File: src/include/side_ch_cfg.svh
// side channel IQ capture widths and limits shared by the whole capture path
`ifndef SIDE_CH_CFG_SVH
`define SIDE_CH_CFG_SVH

`define SIDE_CH_TSF_W 64 // 802.11 TSF timer
`define SIDE_CH_IQ_W 16 // one I or Q component
`define SIDE_CH_DATA_W 64 // one DMA word
`define SIDE_CH_BUF_AW 13 // 8192 buffer words
`define SIDE_CH_LEN_W 14 // length and count fields

// largest UDP payload is 65507 bytes, 8188 words of 8 bytes
`define SIDE_CH_UDP_MAX 8188

`define SIDE_CH_GPIO_W 8 // gain status, top bit is agc lock
`define SIDE_CH_RSSI_W 11 // signed, half dB steps

// register whose write starts an auto transfer
`define SIDE_CH_LEN_REG_ADDR 2

`endif

File: src/design/side_ch_word_pkg.sv
// ring buffer word views and capture FSM states for the side channel
`include "side_ch_cfg.svh"

package side_ch_word_pkg;

	localparam int PAIR_W = 2 * `SIDE_CH_IQ_W;
	localparam int PAD_W = `SIDE_CH_DATA_W - PAIR_W - `SIDE_CH_GPIO_W - `SIDE_CH_RSSI_W - 4;

	typedef struct packed {
		logic [PAIR_W-1:0] iq1; // second sample
		logic [PAIR_W-1:0] iq0; // first sample
	} iq_pair_t;

	// status snapshot taken with the first sample
	typedef struct packed {
		logic [PAD_W-1:0] pad;
		logic demod_ongoing;
		logic tx_rf_ongoing;
		logic fcs_good;
		logic signed [`SIDE_CH_RSSI_W-1:0] rssi;
		logic ch_idle;
		logic [`SIDE_CH_GPIO_W-1:0] gain;
		logic [PAIR_W-1:0] iq0;
	} status_t;

	typedef union packed {
		iq_pair_t iq_pair;
		status_t status;
	} iq_word_u;

	typedef enum logic [1:0] {WAIT_TRIGGER, CHECK_ROOM, SEND_HEADER, SEND_SAMPLES} capture_state_e;

endpackage

File: src/design/iq_capture_fsm.sv
// capture FSM with TSF lock at the trigger and DMA FIFO room check
`timescale 1ns/1ps
`include "side_ch_cfg.svh"

module iq_capture_fsm (
	input logic clk,
	input logic rstn,
	input logic iq_capture,
	input logic trig_pulse,
	input logic [`SIDE_CH_TSF_W-1:0] tsf_runtime_val,
	input logic [`SIDE_CH_LEN_W-1:0] m_axis_data_count,
	input logic [`SIDE_CH_LEN_W-1:0] iq_len_target,
	input logic [`SIDE_CH_LEN_W-1:0] sample_count,
	input logic iq_strobe,
	output side_ch_word_pkg::capture_state_e state,
	output logic [`SIDE_CH_TSF_W-1:0] tsf_lock,
	output logic header_valid,
	output logic sample_valid,
	output logic sample_busy
);
	import side_ch_word_pkg::*;

	localparam int LEN_W = `SIDE_CH_LEN_W;
	localparam logic [LEN_W:0] UDP_MAX = `SIDE_CH_UDP_MAX;

	logic [LEN_W:0] room;
	logic [LEN_W:0] need;
	logic room_ok;
	logic [LEN_W-1:0] count_next;
	logic done;
	logic last_sample;

	// header plus samples must fit in what is left of the DMA FIFO
	assign room = UDP_MAX - {1'b0, m_axis_data_count};
	assign need = {1'b0, iq_len_target} + 1'b1;
	assign room_ok = (m_axis_data_count <= UDP_MAX) && (room >= need);

	assign count_next = sample_count + 1'b1;
	assign done = (sample_count == iq_len_target); // covers a zero target
	assign header_valid = (state == SEND_HEADER);
	assign sample_valid = (state == SEND_SAMPLES) && iq_strobe && !done;
	assign last_sample = sample_valid && (count_next == iq_len_target);
	assign sample_busy = (state == SEND_HEADER) || (state == SEND_SAMPLES);

	always_ff @(posedge clk) begin
		if (!rstn || !iq_capture) begin
			state <= WAIT_TRIGGER;
		end else begin
			case (state)
				WAIT_TRIGGER: if (trig_pulse) state <= CHECK_ROOM;
				CHECK_ROOM: state <= room_ok ? SEND_HEADER : WAIT_TRIGGER; // refused, no output
				SEND_HEADER: state <= SEND_SAMPLES;
				SEND_SAMPLES: if (done || last_sample) state <= WAIT_TRIGGER;
				default: state <= WAIT_TRIGGER;
			endcase
		end
	end

	// timestamp of the trigger cycle, sent as the header word
	always_ff @(posedge clk) begin
		if (state == WAIT_TRIGGER && trig_pulse) begin
			tsf_lock <= tsf_runtime_val;
		end
	end

	a_one_word_kind: assert property (@(posedge clk) disable iff (!rstn)
		!(header_valid && sample_valid));

endmodule

File: config.mk
export PLATFORM = sky130hd
export DESIGN_NAME = iq_capture_fsm
export DESIGN_NICKNAME = d
export VERILOG_FILES = /design/src/design/side_ch_word_pkg.sv /design/src/design/iq_capture_fsm.sv
export VERILOG_INCLUDE_DIRS = /design/src /design/src/include
export SDC_FILE = /design/constraint.sdc
export NUM_CORES = 1
export LEC_CHECK = 0
export BUFFER_PORTS_ARGS = -buffer_cell sky130_fd_sc_hd__buf_4
export CAP_MARGIN = 20
export CORE_ASPECT_RATIO = 0.7
export CORE_MARGIN = 2
export CORE_UTILIZATION = 35
export CTS_CLUSTER_DIAMETER = 50
export DETAILED_ROUTE_END_ITERATION = 7
export HOLD_SLACK_MARGIN = 0.12
export PLACE_DENSITY = 0.68
export SYNTH_ARGS = -nofsm -noshare
export SYNTH_HDL_FRONTEND = slang
export SYNTH_SLANG_ARGS = --single-unit
File: constraint.sdc
create_clock -name clk -period 6.49 [get_ports clk]
set_clock_uncertainty 0.2 [all_clocks]
set_input_delay 1.298 -clock clk [delete_from_list [all_inputs] [get_ports clk]]
set_output_delay 1.298 -clock clk [all_outputs]
set_load 0.02 [all_outputs]
After elaboration in Yosys (flattened, before gate mapping) --
Index checks and enable logic that the tools add are counted.
Word-level totals: input bits 111, bits in registers 66, output and inout bits 69
Operators by class: equality and inequality tests 7, $add $sub $neg 3, order comparisons 2, mux-type cells 4, reductions and logical operators 13
Operator list (count):
- $eq A14 B14 Y1 | 2
- $add A14 B1 Y15 const B | 1
- $ge A15 B15 Y1 | 1
- $sub A13 B14 Y15 const A | 1
- $add A14 B1 Y14 const B | 1
- $le A14 B13 Y1 const B | 1
- $pmux W2 S4 | 1
- $mux W2 | 3
- $logic_and A1 B1 Y1 | 5
- $eq A2 B2 Y1 const B | 2
- $logic_not A1 Y1 | 3
- $logic_or A1 B1 Y1 | 3
- $eq A2 B1 Y1 const B | 1
- $logic_not A2 Y1 | 1
- $ne A2 B1 Y1 const B | 1
- $ne A2 B2 Y1 const B | 1
- $reduce_and A2 Y1 | 1

Logic depth before layout (Yosys ltp) --
Gate-level depths: netlist (run 1).
depth after elaboration 7, depth in mapped cells 15

Least setup slack after synthesis (run 1) --
OpenSTA, ideal clock, no wires.
path kind input to register, start point in trig_pulse, end point reg tsf_lock[0] (enable), arrival time 5929 ps, slack -217 ps, path buffers 0, cell stages on the path 1, data required time 5712 ps, path through nor3b_1
Between the ends: cells in the longest elaborated chain, start to end 1
RTL lines:
- start: declaration | RTL line iq_capture_fsm.sv:9 | input logic trig_pulse,
- $logic_and A1 B1 Y1 | RTL line iq_capture_fsm.sv:61 | if (state == WAIT_TRIGGER && trig_pulse) begin
- end signal: assignment | RTL line iq_capture_fsm.sv:62 | tsf_lock <= tsf_runtime_val;
- end: declaration | RTL line iq_capture_fsm.sv:16 | output logic [`SIDE_CH_TSF_W-1:0] tsf_lock,
Every way passes these cells. A chain may end at the register's enable or synchronous reset.

Worst setup path in the final report (run 1) --
start point in iq_len_target[11], end point out sample_valid
Between the ends: cells in the longest elaborated chain, start to end 3
RTL lines:
- start: declaration | RTL line iq_capture_fsm.sv:12 | input logic [`SIDE_CH_LEN_W-1:0] iq_len_target,
- $eq A14 B14 Y1 | RTL line iq_capture_fsm.sv:39 | assign done = (sample_count == iq_len_target);
- $logic_not A1 Y1 | RTL line iq_capture_fsm.sv:41 | assign sample_valid = (state == SEND_SAMPLES) && iq_strobe && !done;
- $logic_and A1 B1 Y1 | RTL line iq_capture_fsm.sv:41
- end: declaration | RTL line iq_capture_fsm.sv:18 | output logic sample_valid,
Every way passes these cells.

==> results_dict.tcl, run 1 <==
set metrics [dict create \
    die_x_um 121 \
    fin_area_um2 5160 \
    timing.setup.critical_path_class "in -> out" \
    cp-start-kind "input pin" \
    placedCellCount 561 \
    synthTopCellsByArea "edfxtp_1 (57%), ha_1 (6.7%), xor2_1 (6.5%)" \
    drive_gt1_share_pct 44.8 \
    port_buffers 179 \
    slew_viol_final 0 \
    synth_warnings 0 \
    finalHoldViolCount 0 \
    avgSynthCellArea_um2 12.7 \
    clk_pin_slew_ns 0.05 \
    synthCells 264 \
    fp.coreArea_um2 9180 \
    period_share_pct 63.8 \
    cts_root_buffer "clkbuf_16" \
    clock_sinks 66 \
    drtPass1Iterations 4 \
    ant_nets 0 \
    dieHeight_um 86.0 \
    holdPathStages 1 \
    peakVddDrop_mv 0.120 \
    relSlewSlack_pct 46.7 \
    synth_edf_count 64 \
    power_density_nw_per_um2 242 \
    drt-initial-drc-count 129 \
    rsz0062_at_grt "false" \
    place_congestion 0.887 \
    required_ns 4.99 \
    post_dp_cell_area_um2 4840 \
    critical_path_arrival_ns 2.64 \
    grt_pass1_vias 2592 \
    area_growth_pct 53.7 \
    grt_usage_pct 17.9 \
    hold_buffers 0 \
    clock_latency_ns 0.32 \
    synth-compound-area-share_pct 8.31 \
    synthTopCellsByCount "edfxtp_1 (64), xor2_1 (25), xnor2_1 (19)" \
    h-tree-depth 3 \
    antenna_cells 0 \
    cts.repair.resized 0 \
    antenna_found_initial 0 \
    fmax_mhz 242 \
    tightest_slew_ns 0.799 \
    r2r_cells 7 \
    power.leakage_nw 2.23 \
    syn-cell-area_um2 3360 \
    min-delay-start "state[0]" \
    io-pin-count 180 \
    path_max_fanout 5 \
    synth_top_area_share_pct 57.2 \
    grt_max_degree 65 \
    yosys.area.top_type "edfxtp_1" \
    post_cts.repair.setup_buffers 0 \
    synth_fa_ha_area_share_pct 6.71 \
    vias_per_cell 4.90 \
    vias 2825 \
    placementRows 29 \
    start_util_pct 36.6 \
    finalNonFillerCells 577 \
    hp-class "reg -> reg" \
    wl_per_cell_um 16.6 \
    status "complete, no violations" \
    ys_seq_area_share_pct 58.4 \
    route.detailed.drc 0 \
    synth-seq-cells 66 \
    synthArstFlopShare_pct 0 \
    critPathCaptureType "output pin" \
    min_to "state[0]" \
    synth.net_count 393 \
    synthMuxAreaShare_pct 0 \
    synth-simple-area-share_pct 12.9 \
    cts_buffers 9 \
    ys.flop_type "edfxtp_1" \
    ys_types 44 \
    synth_top_family_by_area "simple AND/OR/NAND/NOR gates" \
    wl_um 9560 \
    grt_first_pass_wirelength_um 14000 \
    final_core_util_pct 56.2 \
    cts_tree "yes" \
    finalSetupViolations 0 \
    grt.overflow.total 0 \
    nets 577 \
    maxCapViolCount 0 \
    cts_buffer_depth 2 \
    yosysMostFrequentCell "edfxtp_1" \
    reg2reg_slack_ns 4.23 \
    final.setup.tns_ns 0 \
    hpwlAfterDp_um 7840 \
    hold_slack_ns 0.443 \
    synth_xor_area_share_pct 11.5 \
    period_needed_ns 4.14 \
    die-area_um2 10400 \
]
## layout by cell type, fill, tap and decap left out, drive strengths merged, types with 3 or more instances in the layout
cell    count
nand4       9
a21oi       7
o21ai       9
a31oi       3
clkinv      3
and3        7
nor2       17
clkbuf      9
buf       180
nand3      18
a21o        7
xor2       25
nand2      14
xnor2      19
inv        11
ha         18
edfxtp     64
nor4        3
## routing by layer
| metal | vias up | global-route usage, % | wire (um) | part of all wire (%) |
|---|---|---|---|---|
| li1 | 1362 | - | - | - |
| met3 | 6 | 6.32 | 807 | 8.4 |
| met1 | 1359 | 23.4 | 4170 | 44 |
| met2 | 98 | 28.8 | 4530 | 47 |
| met5 | - | 0 | 0 | 0 |
| met4 | 0 | 3.91 | 61 | 0.64 |
## where the power goes
group	internal, mW	leakage [nW]	total, mW	switching (mW)
registers	0.501	0.636	0.508	0.00780
clock network	0.339	0.160	0.517	0.178
logic	0.107	1.43	0.222	0.115
## worst max-delay path, stage by stage
cell and delay [ns]:
buf_4 0.14, xnor2_1 0.28, nand4_1 0.13, nor4_1 0.46, a31oi_1 0.16, buf_4 0.18
## sequential cells by signal, summed over array words and instances, names as in the netlist, named ones only
name,cells
tsf_lock,64
state,1
## worst max-delay path by stage
stage | from | end | slack, ns | cells past startpoint
2_1_floorplan | trig_pulse | tsf_lock[0] | 2.05 | 1
3_3_place_gp | iq_len_target[11] | sample_valid | 2.46 | 6
3_5_place_dp | iq_len_target[11] | sample_valid | 2.35 | 6
4_1_cts | iq_len_target[11] | sample_valid | 2.35 | 6
5_1_grt | iq_len_target[11] | sample_valid | 2.20 | 6
6_report | iq_len_target[11] | sample_valid | 2.35 | 6
## cell type report
cell class	instances	area [um^2]
Clock buffer	9	225
Clock inverter	7	100
Fill cell	789	4020
Inverter	9	33.8
Multi-Input combinational cell	182	1330
Sequential cell	66	1960
Tap cell	124	155
Timing Repair Buffer	180	1350
## cell families after synthesis
kind of cell / after synthesis
flip-flops: 66
AO/OA/AOI/OAI: 39
XOR/XNOR: 44
AND/OR/NAND/NOR: 81
adder cells (fa/ha/maj): 18
buffers and inverters: 16
## through the flow
step / power, mW / worst slack (ns)
6_report: 1.25 / 2.35
2_1_floorplan: 0.619 / 2.05
3_3_place_gp: 0.734 / 2.46
3_5_place_dp: 0.739 / 2.35
4_1_cts: 1.26 / 2.35
5_1_grt: 1.30 / 2.20
(Power assumes the default switching activity.)
==> run 2: changes to the inputs <==
- clock period: 6.49 -> 3.4 ns (I/O delays scaled with it)
==> results_dict.tcl, run 2 (synthesis results as in run 1) <==
set metrics [dict create \
    wl_met3_um 606 \
    port_buffers 179 \
    antenna_found_initial 0 \
    maxUsedRoutingLayer "met4" \
    critPathCaptureType "output pin" \
    cts_tree "yes" \
    p_total_mw 2.37 \
    finalHoldViolCount 0 \
    tightest_slew_ns 0.494 \
    reg_top3 "tsf_lock x64, state x1" \
    final-seq-area_um2 1960 \
    p_comb_share_pct 18.2 \
    dr_wl_met2_um 4780 \
    slew_viol_final 0 \
    grt_first_pass_wirelength_um 14700 \
    largest_register_ff_count 64 \
    multi_input_area_um2 1330 \
    clkPwrFrac_pct 40.9 \
    regMostFlops "tsf_lock" \
    post_cts.repair.setup_buffers 0 \
    reg2reg_slack_ns 1.17 \
    post_dp_cell_area_um2 4870 \
    clock_latency_ns 0.32 \
    cp-endpoint "sample_valid" \
    clk_pin_slew_ns 0.06 \
    final_common_cell "buf_4" \
    drive_gt1_share_pct 45.0 \
    period_needed_ns 3.01 \
    timing.setup.critical_path_class "in -> out" \
    fp.coreArea_um2 9180 \
    power.leakage_nw 2.24 \
    start_util_pct 36.6 \
    die_x_um 121 \
    grt_max_degree 65 \
    n_fill_cell 809 \
    path_max_fanout 5 \
    placementRows 29 \
    wl_per_cell_um 16.7 \
    vias 2765 \
    dp_worst_setup_slack_ns 0.0977 \
    io-pin-count 180 \
    route.detailed.drc 0 \
    power_switching_mw 0.562 \
    hpwlAfterDp_um 7940 \
    relSlewSlack_pct 66.7 \
    p_int_mw 1.81 \
    power_density_nw_per_um2 457 \
    cts_buffers 9 \
    maxCapViolCount 0 \
    fmax_mhz 332 \
    finalSetupViolations 0 \
    die-area_um2 10400 \
    final.setup.tns_ns 0 \
    hp-class "in -> reg" \
    h-tree-depth 3 \
    cp-start-kind "input pin" \
    cts_root_buffer "clkbuf_16" \
    final_core_util_pct 56.5 \
    pwr-share-seq_pct 41.0 \
    nets 580 \
    status "complete, no violations" \
    ant_nets 0 \
    wl_met1_um 4210 \
    vias_per_cell 4.77 \
    cp-startpoint "iq_len_target[11]" \
    fin_area_um2 5190 \
    drtPass1Iterations 4 \
    layout_common_cells "buf_4 (182), edfxtp_1 (64), xor2_1 (25)" \
    grt.overflow.total 0 \
    required_ns 2.52 \
    antenna_cells 0 \
    period_share_pct 88.6 \
    drt-initial-drc-count 101 \
    r2r_cells 7 \
    cts_buffer_depth 2 \
    dieHeight_um 86.0 \
    area_growth_pct 54.5 \
    worst_slack_ns 0.386 \
    place_congestion 0.859 \
    peakVddDrop_mv 0.234 \
    critical_path_arrival_ns 2.13 \
    wl_um 9690 \
    grt_pass1_vias 2762 \
    hold_buffers 0 \
    cts.repair.resized 0 \
    rsz0062_at_grt "false" \
    p_sw_share_pct 23.7 \
    clock_sinks 66 \
    grt_usage_pct 18.8 \
]
## run 2: cell count changes in the layout (fill, tap and decap cells not counted)
cell / delta
inv_6: -1
clkinvlp_4: +1
clkinv_4: -1
buf_12: +1
clkbuf_1: +1
buf_4: +2
## run 2: worst min path at each step
stage	start	slack, ns	cells past startpoint	end
6_report	tsf_runtime_val[37]	0.33	1	tsf_lock[37]
5_1_grt	tsf_runtime_val[30]	0.31	1	tsf_lock[30]
4_1_cts	tsf_runtime_val[37]	0.32	1	tsf_lock[37]
3_5_place_dp	register	0.45	2	state[0]
3_3_place_gp	register	0.44	2	state[0]
2_1_floorplan	register	0.47	2	state[0]
## run 2: worst max-delay path: stages
cell and delay (ns):
buf_4 0.14, xnor2_1 0.31, nand4_1 0.17, nor4_1 0.51, a31oi_1 0.15, buf_4 0.18
## run 2: area by class of cell
| cell class | instances | share of cell area (%) |
|---|---|---|
| clock buffer | 10 | 4.41 |
| clock inverter | 6 | 1.74 |
| inverter | 9 | 0.651 |
| multi-input combinational | 182 | 25.7 |
| sequential | 66 | 37.8 |
| tap | 124 | 2.99 |
| timing repair buffer | 183 | 26.7 |
## run 2: power groups by stage
stage / sequential (mW) / combinational [mW] / clock [mW]
4_1_cts: 0.972 / 0.432 / 0.990
3_5_place_dp: 0.989 / 0.430 / 0
6_report: 0.971 / 0.431 / 0.968
5_1_grt: 0.976 / 0.467 / 1.03
2_1_floorplan: 1.05 / 0.129 / 0
3_3_place_gp: 0.985 / 0.424 / 0
## run 2: per-stage QoR
step,hold WS [ns],instances
2_1_floorplan,0.473,264
3_3_place_gp,0.439,564
3_5_place_dp,0.445,564
4_1_cts,0.320,580
5_1_grt,0.314,580
6_report,0.333,580
## run 2: routing by layer
layer | global-route usage, % | vias to the layer above
met5 | 0 | -
met4 | 5.50 | 0
met3 | 5.19 | 6
met2 | 31.4 | 88
met1 | 24.0 | 1305
li1 | - | 1366
