===== src/include/side_ch_cfg.svh =====
// side channel IQ capture widths and limits shared by the whole capture path
`ifndef SIDE_CH_CFG_SVH
`define SIDE_CH_CFG_SVH

`define SIDE_CH_TSF_W 64 // 802.11 TSF timer
`define SIDE_CH_IQ_W 16 // one I or Q component
`define SIDE_CH_DATA_W 64 // one DMA word
`define SIDE_CH_BUF_AW 13 // 8192 buffer words
`define SIDE_CH_LEN_W 14 // length and count fields

// largest UDP payload is 65507 bytes, 8188 words of 8 bytes
`define SIDE_CH_UDP_MAX 8188

`define SIDE_CH_GPIO_W 8 // gain status, top bit is agc lock
`define SIDE_CH_RSSI_W 11 // signed, half dB steps

// register whose write starts an auto transfer
`define SIDE_CH_LEN_REG_ADDR 2

`endif


===== src/design/side_ch_trig_pkg.sv =====
// trigger select codes for the side channel IQ capture
package side_ch_trig_pkg;

	typedef enum logic [3:0] {
		FCS_ANY, // any fcs strobe, or free run
		FCS_OK,
		FCS_BAD,
		LONG_PREAMBLE,
		SHORT_PREAMBLE,
		RSSI_RISE, // rssi crosses rssi_th upward
		RSSI_FALL,
		AGC_UNLOCK,
		AGC_LOCK,
		GAIN_RISE, // gain crosses gain_th upward
		GAIN_FALL,
		TX_BB_RISE,
		TX_BB_FALL,
		TX_RF_RISE,
		TX_RF_FALL,
		NONE // never fires
	} trig_sel_e;

endpackage


===== src/design/iq_trigger_detect.sv =====
// event edge detection and trigger select, one registered trigger pulse out
`timescale 1ns/1ps
`include "side_ch_cfg.svh"

module iq_trigger_detect (
	input logic clk,
	input logic rstn,
	input logic iq_capture,
	input side_ch_trig_pkg::trig_sel_e iq_trigger_select,
	input logic iq_trigger_free_run_flag,
	input logic fcs_in_strobe,
	input logic fcs_ok,
	input logic long_preamble_detected,
	input logic short_preamble_detected,
	input logic signed [`SIDE_CH_RSSI_W-1:0] rssi_half_db,
	input logic signed [`SIDE_CH_RSSI_W-1:0] rssi_th,
	input logic [`SIDE_CH_GPIO_W-1:0] gpio_status,
	input logic [`SIDE_CH_GPIO_W-2:0] gain_th,
	input logic tx_bb_is_ongoing,
	input logic tx_rf_is_ongoing,
	output logic trig_pulse
);
	import side_ch_trig_pkg::*;

	localparam int GPIO_W = `SIDE_CH_GPIO_W;
	// bit positions in the level vectors
	localparam int L_RSSI = 0;
	localparam int L_GAIN = 1;
	localparam int L_AGC = 2;
	localparam int L_TXBB = 3;
	localparam int L_TXRF = 4;

	logic signed [`SIDE_CH_RSSI_W-1:0] rssi_d;
	logic [GPIO_W-1:0] gpio_d;
	logic tx_bb_d;
	logic tx_rf_d;
	logic [4:0] lvl_now;
	logic [4:0] lvl_prev;
	logic [4:0] rise;
	logic [4:0] fall;

	// threshold crossings become levels, so every edge is found the same way
	assign lvl_now = {tx_rf_is_ongoing, tx_bb_is_ongoing, gpio_status[GPIO_W-1],
		gpio_status[GPIO_W-2:0] >= gain_th, rssi_half_db >= rssi_th};
	assign lvl_prev = {tx_rf_d, tx_bb_d, gpio_d[GPIO_W-1], gpio_d[GPIO_W-2:0] >= gain_th,
		rssi_d >= rssi_th};

	always_ff @(posedge clk) begin
		if (!rstn) begin
			rssi_d <= '0;
			gpio_d <= '0;
			tx_bb_d <= 1'b0;
			tx_rf_d <= 1'b0;
			rise <= '0;
			fall <= '0;
		end else begin
			rssi_d <= rssi_half_db;
			gpio_d <= gpio_status;
			tx_bb_d <= tx_bb_is_ongoing;
			tx_rf_d <= tx_rf_is_ongoing;
			rise <= iq_capture ? (lvl_now & ~lvl_prev) : '0;
			fall <= iq_capture ? (~lvl_now & lvl_prev) : '0;
		end
	end

	always_ff @(posedge clk) begin
		if (!rstn || !iq_capture) begin
			trig_pulse <= 1'b0;
		end else begin
			case (iq_trigger_select)
				FCS_ANY: trig_pulse <= fcs_in_strobe | iq_trigger_free_run_flag;
				FCS_OK: trig_pulse <= fcs_in_strobe & fcs_ok;
				FCS_BAD: trig_pulse <= fcs_in_strobe & ~fcs_ok;
				LONG_PREAMBLE: trig_pulse <= long_preamble_detected;
				SHORT_PREAMBLE: trig_pulse <= short_preamble_detected;
				RSSI_RISE: trig_pulse <= rise[L_RSSI];
				RSSI_FALL: trig_pulse <= fall[L_RSSI];
				AGC_UNLOCK: trig_pulse <= fall[L_AGC]; // lock bit drops
				AGC_LOCK: trig_pulse <= rise[L_AGC];
				GAIN_RISE: trig_pulse <= rise[L_GAIN];
				GAIN_FALL: trig_pulse <= fall[L_GAIN];
				TX_BB_RISE: trig_pulse <= rise[L_TXBB];
				TX_BB_FALL: trig_pulse <= fall[L_TXBB];
				TX_RF_RISE: trig_pulse <= rise[L_TXRF];
				TX_RF_FALL: trig_pulse <= fall[L_TXRF];
				default: trig_pulse <= 1'b0;
			endcase
		end
	end

	a_trig_needs_capture: assert property (@(posedge clk) disable iff (!rstn)
		trig_pulse |-> $past(iq_capture));

endmodule


===== config.mk =====
export PLATFORM = sky130hd
export DESIGN_NAME = iq_trigger_detect
export DESIGN_NICKNAME = d
export VERILOG_FILES = /design/src/design/side_ch_trig_pkg.sv /design/src/design/iq_trigger_detect.sv
export VERILOG_INCLUDE_DIRS = /design/src /design/src/include
export SDC_FILE = /design/constraint.sdc
export NUM_CORES = 1
export LEC_CHECK = 0
export BUFFER_PORTS_ARGS = -buffer_cell sky130_fd_sc_hd__buf_2
export CAP_MARGIN = 15
export CORE_UTILIZATION = 50
export DETAILED_ROUTE_END_ITERATION = 8
export PLACE_DENSITY = 0.77
export SYNTH_ARGS = -nofsm -noshare
export SYNTH_HDL_FRONTEND = slang
export SYNTH_SLANG_ARGS = --single-unit

===== constraint.sdc =====
create_clock -name clk -period 3 [get_ports clk]
set_clock_uncertainty 0.15 [all_clocks]
set_input_delay 0.9 -clock clk [delete_from_list [all_inputs] [get_ports clk]]
set_output_delay 0.9 -clock clk [all_outputs]
set_load 0.05 [all_outputs]

* Word-level counts from Yosys, hierarchy flattened
Index checks and enable logic that the tools add are counted.
** Word-level totals
- Register bits :: 32
- Word-level logic and storage cells :: 39
** Cells by class
- Order comparisons :: 4
- Equal/unequal tests :: 14
- Multiplexer cells :: 1
- Bitwise logic cells :: 8
- Reductions and logical operators :: 5
** Operators by type and width (count)
- $eq 4x4->1 const B :: 7
- $ge 11x11->1 :: 2
- $eq 4x3->1 const B :: 4
- $pmux 1 s15 :: 1
- $ge 7x7->1 :: 2
- $and 5x5->5 :: 2
- $not 5->5 :: 2
- $eq 4x2->1 const B :: 2
- $eq 4x1->1 const B :: 1
- $logic_not 4->1 :: 1
- $and 1x1->1 :: 2
- $logic_not 1->1 :: 2
- $reduce_and 2->1 :: 1
- $logic_or 1x1->1 :: 1
- $not 1->1 :: 1
- $or 1x1->1 :: 1

* Longest topological paths before layout
Gate-level depths: netlist (run 1).
- Word-level depth :: 3
- Mapped depth :: 7
- Mapped depth without buffers :: 7

* Worst setup path after synthesis (run 1)
Ideal clock, no wire load.
- Path kind :: input -> register
- Start :: input rssi_th[8]
- End :: register rise[0]
- Library setup time :: 116 ps
- Data arrival time :: 2050 ps
- Data required time :: 2734 ps
- Slack :: 684 ps
- Stages on the path :: 6
- Buffers on the path :: 0
- Path through :: inv_1 ha_1 a21o_1 a2111oi_0 a32oi_1 and3b_1
** On the way
- Word-level cells in the longest chain between the ends :: 3
- Elaborated cells on any way between the ends :: 4
- Classes of those cells :: 2 x order compare; 2 x bitwise
** Ends and longest elaborated chain
- from (decl) :: RTL line iq_trigger_detect.sv:16 : input logic signed [`SIDE_CH_RSSI_W-1:0] rssi_th,
- $ge 11x11->1 :: RTL line iq_trigger_detect.sv:46 : rssi_d >= rssi_th};
- $not 5->5 :: RTL line iq_trigger_detect.sv:61 : rise <= iq_capture ? (lvl_now & ~lvl_prev) : '0;
- $and 5x5->5 * :: RTL line iq_trigger_detect.sv:61
- to (signal assigned) :: RTL line iq_trigger_detect.sv:61
- to (decl) :: RTL line iq_trigger_detect.sv:39 : logic [4:0] rise;
Every way passes the cells marked *; elsewhere a longest branch is shown, timed or not.
A chain may end at the register's enable or synchronous reset.

* Worst setup path in the final report (run 1)
- Start :: input rssi_half_db[8]
- End :: register rise[0]
** On the way
- Word-level cells in the longest chain between the ends :: 2
** Ends and longest elaborated chain
- from (decl) :: RTL line iq_trigger_detect.sv:15 : input logic signed [`SIDE_CH_RSSI_W-1:0] rssi_half_db,
- $ge 11x11->1 :: RTL line iq_trigger_detect.sv:44 : gpio_status[GPIO_W-2:0] >= gain_th, rssi_half_db >= rssi_th};
- $and 5x5->5 :: RTL line iq_trigger_detect.sv:61
No other way between the ends.

==> summary.md, run 1 <==
| Metric | Value |
|---|---|
| Top post-synthesis cells by area | `dfxtp_1 (35%), ha_1 (24%), and2_1 (7.1%), inv_1 (4.4%), a21oi_1 (3.0%)` |
| H-Tree Depth | `2` |
| Hold buffers post-CTS | `0` |
| Via count | `1,472` |
| Fin util | `64.8%` |
| # diodes | `0` |
| First-pass GRT wire length | `5950 µm` |
| Die Wd | `62.9 µm` |
| Die area | `3960 µm²` |
| Area growth syn-to-layout | `20.2%` |
| GR Overflow Total | `0` |
| CP required | `3.03 ns` |
| Clock Latency Late Sink | `0.28 ns` |
| Clk buf depth | `2` |
| Yosys warns | `0` |
| PwrDens | `433 nW/µm²` |
| Final ANT Viol Nets | `0` |
| Final Hold Fails | `0` |
| Post-CTS resize count | `0` |
| Share of layout cells above drive strength 1 | `23.9%` |
| Detailed Routing Iterations Pass 1 | `4` |
| Slowest Stage Delay on Critical Path | `0.39 ns` |
| Design area | `2230 µm²` |
| Mapped Nets | `284` |
| Tot Pwr | `0.000967 W` |
| Sink of the worst hold path | `rise[3]` |
| Core box area | `3440 µm²` |
| Crit path capture type | `register` |
| Total routed wirelength | `3480 µm` |
| CTS Root Cell | `clkbuf_8` |
| Gp weighted congestion | `0.751` |
| Syn Inst Count | `197` |
| Clock slew at reported path FFs | `0.06 ns` |
| Synth Area in Adders | `24.3%` |
| VDD IR max | `0.252 mV` |
| Die extent in y | `62.9 µm` |
| Largest family of logic cells by synthesized area | `adder cells` |
| RSZ-0062 raised after global routing | `false` |
| Leak pwr | `1.13 nW` |
| Max Fclk | `453 MHz` |
| Max_slew headroom | `75.5%` |
| Reg-to-reg startpoint | `gpio_d[5]` |
| Initial Util | `53.9%` |
| Top cell type's share of synthesized area | `34.5%` |
| Vias in the first global route | `1,382` |
| Pins Over Slew Limit | `0` |
| Hold path cells | `1` |
| CTS buffer count | `5` |
| CP startpoint kind | `input pin` |
| GRT Overall Usage | `19.6%` |
| DRT iter0 DRCs | `43` |
| Cells on worst reg2reg path | `5` |
| Setup slack, reg-to-reg | `1.34 ns` |
| Post-route DRC | `0` |
| CP arrival | `2.23 ns` |
| Initial antenna violation count | `0` |
| Synth Area in Compound Gates | `14.0%` |
| CP top delay family | `compound AO/OA/AOI/OAI gates` |
| Distinct cells, synth | `36` |
| Syn Std Cell Area | `1860 µm²` |
| Post-synthesis mux area share | `2.83%` |
| Main synth FF type | `dfxtp_1` |
| Synth area leader | `dfxtp_1` |
| Final #Nets | `337` |
| WP buf/inv | `1` |
| Status | `completed` |
| Kind of critical path | `input pin to register` |
| Commonest non-fill, non-tap cell in the layout | `buf_2` |
| Wirelength per Cell | `11.7 µm` |
| I/O pin count | `52` |
| Worst-path maximum fanout | `2` |
| Final HPWL DP | `2750 µm` |
| Synth Area in Simple Gates | `18.3%` |
| Seq/Total Area, Yosys | `34.5%` |
| Period minus WS final | `2.21 ns` |
| MaxCap Viol Count | `0` |
| Number of buffers added on ports | `51` |
| Synth Area in XOR/XNOR | `0%` |
| CTS tree | `done` |
| Post-synth EDFFs | `0` |
| Crit path cell chain | `buf_2 -> ha_1 -> a21o_1 -> a2111oi_0 -> a32oi_1 -> and3b_1` |
| Clock sink count | `32` |
| Ys async rst share | `0%` |
| Synth Register Bits | `32` |
| HP Class | `register to register` |
| Largest net degree at the start of global routing | `23` |
| DP Area | `2140 µm²` |
| Tcrit/Tclk final | `73.5%` |
| Site row count | `21` |
| Min-delay src | `tx_bb_d` |
| Setup TNS | `0 ns` |
| Worst-margin pin slew | `0.358 ns` |
| CP max-delay cell | `a2111oi_0` |
| DR vias/cell | `4.96` |
| Setup Fix Bufs, Post-CTS | `0` |
| Avg Synthesized Cell Area | `9.43 µm²` |
| Setup violations, final | `0` |
| Reg-to-reg endpoint | `fall[1]` |
| Most frequent cells in the layout | `buf_2 (51), ha_1 (36), dfxtp_1 (32), inv_1 (22), and2_1 (21)` |
-- metal layers --
| metal | GRT usage (%) | part of all wire [%] | vias to the layer above |
|---|---|---|---|
| li1 | - | - | 800 |
| met2 | 31.2 | 45 | 36 |
| met5 | 0 | 0 | - |
| met3 | 4.01 | 4.5 | 6 |
| met4 | 9.59 | 2.0 | 0 |
| met1 | 24.8 | 49 | 630 |
-- synth_stat cells, types with 2 or more instances --
library cell	number
nor3_1	4
a211oi_1	2
ha_1	36
and3b_1	2
a32oi_1	2
inv_1	22
o21ai_0	7
clkbuf_1	3
a2111oi_0	2
and2_1	21
a21o_1	2
dfxtp_1	32
mux2i_1	3
o21a_1	4
nand2b_1	5
nand2_1	5
a21oi_1	11
nand3_1	6
nor3b_1	6
nor2_1	6
-- sequential cells by signal, indices dropped and copies added (netlist names) --
register and cells:
rssi_d 11, trig_pulse 1, rise 5, tx_bb_d 1, gpio_d 8, fall 5, tx_rf_d 1
-- cell type report --
cell class              instances  area, µm²
fillers                       309       1210
clock buffers                   8       90.1
flip-flops and latches         32        641
repair buffers                 51        255
inverters                      23       86.3
well taps                      46       57.6
multi-input cells             137       1100
-- worst reg2reg max path, delay by kind of cell, from the launching register on --
kind	cells	cell delay [ns]
AND/OR/NAND/NOR	1	0.17
adder cells (fa/ha/maj)	1	0.28
AO/OA/AOI/OAI	3	0.66
flip-flops	1	0.31
-- worst max-delay path by stage --
stage	endpoint	slack, ns	depth (start not counted)	from
after floorplan	rise[0]	0.68	6	rssi_th[8]
after global placement	rise[0]	0.52	6	rssi_half_db[8]
after detailed placement	rise[0]	0.50	6	rssi_half_db[8]
after CTS	rise[0]	0.79	6	rssi_half_db[8]
after global routing	fall[1]	0.65	8	gpio_status[0]
final	rise[0]	0.79	6	rssi_half_db[8]
-- through the flow --
| step | setup WS, ns | instances | hold slack [ns] |
|---|---|---|---|
| final | 0.794 | 297 | 0.262 |
| after global routing | 0.655 | 297 | 0.266 |
| after CTS | 0.789 | 297 | 0.260 |
| after detailed placement | 0.496 | 289 | 0.253 |
| after global placement | 0.518 | 289 | 0.248 |
| after floorplan | 0.684 | 197 | 0.238 |
-- power by group --
group          leakage [nW]  internal [W]  switching [W]  total, W
Clock                0.0455      0.000187       0.000153  0.000340
Combinational         0.823     0.0000885      0.0000875  0.000176
Sequential            0.264      0.000445     0.00000626  0.000451
-- logic make-up after synthesis --
kind of cell / count (synthesis)
AOI/OAI and AO/OA: 39
adders and majority gates: 36
buffers and inverters: 28
DFF: 32
muxes: 4
and+or+nand+nor: 58
Note: power is estimated with default switching activity, not from simulation.
==> run 2, diff against run 1 <==
ABC_AREA = 1   (was not set)
CORE_UTILIZATION = 48   (was 50)
PLACE_DENSITY = 0.76   (was 0.77)
clock period = 2.01 ns   (was 3 ns; I/O delays follow)
==> run 2 against run 1 <==
Net effect:
- first-iteration DRC count rose by 23%
- sequential cell count unchanged
- cell count is 36% higher
- largest cell class unchanged
==> summary.md, run 2 <==
| Metric | Value |
|---|---|
| Status | `completed (unchanged)` |
| Clock sink count | `32 (unchanged)` |
| Top flop regs | `rssi_d (11), gpio_d (8) (unchanged)` |
| Synth Register Bits | `32 (unchanged)` |
| Setup violations, final | `0 (unchanged)` |
| Syn Inst Count | `295 (was 197)` |
| CTS Root Cell | `clkbuf_8 (unchanged)` |
| Setup crit start | `rssi_half_db[10] (was rssi_half_db[8])` |
| Design area | `2480 µm² (was 2230 µm²)` |
| Clock slew at reported path FFs | `0.06 ns (about the same)` |
| Sw Share | `26.7% (was 25.5%)` |
| Setup Fix Bufs, Post-CTS | `0 (unchanged)` |
| I/O pin count | `52 (unchanged)` |
| Die area | `4550 µm² (was 3960 µm²)` |
| Pins Over Slew Limit | `0 (unchanged)` |
| Cells on worst reg2reg path | `9 (was 5)` |
| MaxCap Viol Count | `0 (unchanged)` |
| Mapped Nets | `382 (was 284)` |
| Site row count | `23 (was 21)` |
| Vias in the first global route | `1,783 (was 1,382)` |
| Clock Latency Late Sink | `0.28 ns (about the same)` |
| Post-route DRC | `0 (unchanged)` |
| H-Tree Depth | `2 (unchanged)` |
| Tot Pwr | `0.00151 W (was 0.000967 W)` |
| Commonest non-fill, non-tap cell in the layout | `nand2_1 (was buf_2)` |
| DP Area | `2390 µm² (was 2140 µm²)` |
| Largest net degree at the start of global routing | `22 (was 23)` |
| Comb power frac | `20.6% (was 18.2%)` |
| Max_slew headroom | `80.2% (was 75.5%)` |
| Post-synth EDFFs | `0 (unchanged)` |
| Post-CTS resize count | `0 (unchanged)` |
| Ys async rst share | `0% (unchanged)` |
| Multi-input gate area | `1140 µm² (was 1100 µm²)` |
| Syn Std Cell Area | `2050 µm² (was 1860 µm²)` |
| Reg-to-reg startpoint | `rssi_d[10] (was gpio_d[5])` |
| CP startpoint kind | `input pin (unchanged)` |
| CTS buffer count | `5 (unchanged)` |
| Synth area leader | `dfxtp_1 (unchanged)` |
| Gp weighted congestion | `0.753 (was 0.751)` |
| Via count | `1,856 (was 1,472)` |
| Top cell type's share of synthesized area | `31.2% (was 34.5%)` |
| Kind of critical path | `input pin to register (unchanged)` |
| First-pass GRT wire length | `6840 µm (was 5950 µm)` |
| Die Wd | `67.4 µm (was 62.9 µm)` |
| Core box area | `4060 µm² (was 3440 µm²)` |
| Top cells by count, synth | `nand2_1 (87), inv_1 (69), ha_1 (36), dfxtp_1 (32), nor2_1 (19) (was ha_1 (36), dfxtp_1 (32), inv_1 (22), and2_1 (21), a21oi_1 (11))` |
| Leak pwr | `1.57 nW (was 1.13 nW)` |
| Largest Register | `rssi_d (unchanged)` |
| Worst-margin pin slew | `0.296 ns (was 0.358 ns)` |
| Clk buf depth | `2 (unchanged)` |
| Top post-synthesis cells by area | `dfxtp_1 (31%), ha_1 (22%), nand2_1 (16%), inv_1 (13%), nor2_1 (3.5%) (was dfxtp_1 (35%), ha_1 (24%), and2_1 (7.1%), inv_1 (4.4%), a21oi_1 (3.0%))` |
| Initial Util | `50.6% (was 53.9%)` |
| Total routed wirelength | `4010 µm (was 3480 µm)` |
| GRT Overall Usage | `20.6% (was 19.6%)` |
| Final ANT Viol Nets | `0 (unchanged)` |
| Sequential share of power | `44.7% (was 46.7%)` |
| Seq/Total Area, Yosys | `31.2% (was 34.5%)` |
| Count leader, synth | `nand2_1 (was ha_1)` |
| Wirelength per Cell | `9.92 µm (was 11.7 µm)` |
| Hold path cells | `2 (was 1)` |
| Most frequent cells in the layout | `nand2_1 (87), inv_1 (69), buf_2 (51), ha_1 (36), dfxtp_1 (32) (was buf_2 (51), ha_1 (36), dfxtp_1 (32), inv_1 (22), and2_1 (21))` |
| Setup slack, reg-to-reg | `0.45 ns (was 1.34 ns)` |
| DRT iter0 DRCs | `53 (was 43)` |
| Final #Nets | `441 (was 337)` |
| Worst-path maximum fanout | `3 (was 2)` |
| Final HPWL DP | `3290 µm (was 2750 µm)` |
| Number of fill cells in the layout | `386 (was 309)` |
| Initial antenna violation count | `0 (unchanged)` |
| Tcrit/Tclk final | `85.2%` |
| GR Overflow Total | `0 (unchanged)` |
| Post-route setup slack | `0.297 ns (was 0.794 ns)` |
| Setup Slack @ Placement | `-0.00519 ns (was 0.496 ns)` |
| Distinct cells, synth | `25 (was 36)` |
| Max Fclk | `584 MHz` |
| Die extent in y | `67.4 µm (was 62.9 µm)` |
| Reg area | `641 µm² (unchanged)` |
| Switch Pwr | `0.000402 W (was 0.000246 W)` |
| CP arrival | `1.79 ns (was 2.23 ns)` |
| RSZ-0062 raised after global routing | `false (unchanged)` |
| CTS tree | `done (unchanged)` |
| Hold buffers post-CTS | `0 (unchanged)` |
| Main synth FF type | `dfxtp_1 (unchanged)` |
| Area growth syn-to-layout | `20.9% (was 20.2%)` |
| Crit path capture type | `register (unchanged)` |
| Min-delay src | `tx_rf_d (was tx_bb_d)` |
| Period minus WS final | `1.71 ns` |
| DR vias/cell | `4.59 (was 4.96)` |
| HP Class | `register to register (unchanged)` |
| Clock power frac | `34.8% (was 35.1%)` |
| PwrDens | `607 nW/µm² (was 433 nW/µm²)` |
| Yosys warns | `0 (unchanged)` |
| Detailed Routing Iterations Pass 1 | `4 (unchanged)` |
| Max reg flops | `11 (unchanged)` |
| Number of buffers added on ports | `51 (unchanged)` |
| Share of layout cells above drive strength 1 | `20.3% (was 23.9%)` |
| # diodes | `0 (unchanged)` |
| CP required | `2.08 ns (was 3.03 ns)` |
| VDD IR max | `0.273 mV (was 0.252 mV)` |
| Avg Synthesized Cell Area | `6.96 µm² (was 9.43 µm²)` |
| Internal power | `0.00111 W (was 0.000720 W)` |
| Final Hold Fails | `0 (unchanged)` |
## run 2: power groups by stage
stage               logic (W)  registers [W]  clock network [W]
global route         0.000362       0.000676           0.000573
CTS                  0.000314       0.000674           0.000543
detailed placement   0.000310       0.000688                  0
global placement     0.000297       0.000686                  0
finish               0.000310       0.000674           0.000525
floorplan            0.000194       0.000687                  0
## run 2: cell type report
type	count	area share, %
clock buffer	7	3.88
inverter	71	10.7
sequential	32	25.8
timing repair buffer	54	11.2
multi-input combinational	190	45.9
tap	50	2.52
## run 2: metrics by stage
stage               hold WS [ns]  util, %  instances  TNS [ns]
floorplan                  0.270        -        295         0
global placement           0.274     58.8        397         0
detailed placement         0.278     58.8        397  -0.00519
CTS                        0.286     61.2        404         0
global route               0.311     61.2        404         0
finish                     0.286     61.2        404         0
## run 2: logic make-up (layout without fill, tap and decap cells)
group | after synthesis | count (layout) | share of synthesized area, %
flops | 32 | 32 | 31.2
compound gates | 19 | 19 | 5.18
fa+ha+maj | 36 | 36 | 21.9
buf+inv | 73 | 132 | 13.3
simple gates | 135 | 135 | 28.4
## run 2: worst paths after layout
check,endpoint
worst max-delay path,rise[0]
worst min-delay path,fall[4]
worst max register to register,fall[0]
worst min register to register,fall[4]
## run 2: critical path, cell delays in order
cell and delay, ns:
buf_2 0.11, ha_1 0.32, a21o_1 0.19, nor2_1 0.19, nand4_1 0.14, nand3_2 0.10, inv_1 0.04, nor2_1 0.08
## run 2: routing by layer
layer	GRT usage, %	vias to the layer above	part of all wire [%]
met5	0	-	0
met4	8.51	0	0.97
met3	6.59	4	4.7
met2	38.4	38	51
met1	21.0	800	43
li1	-	1014	-
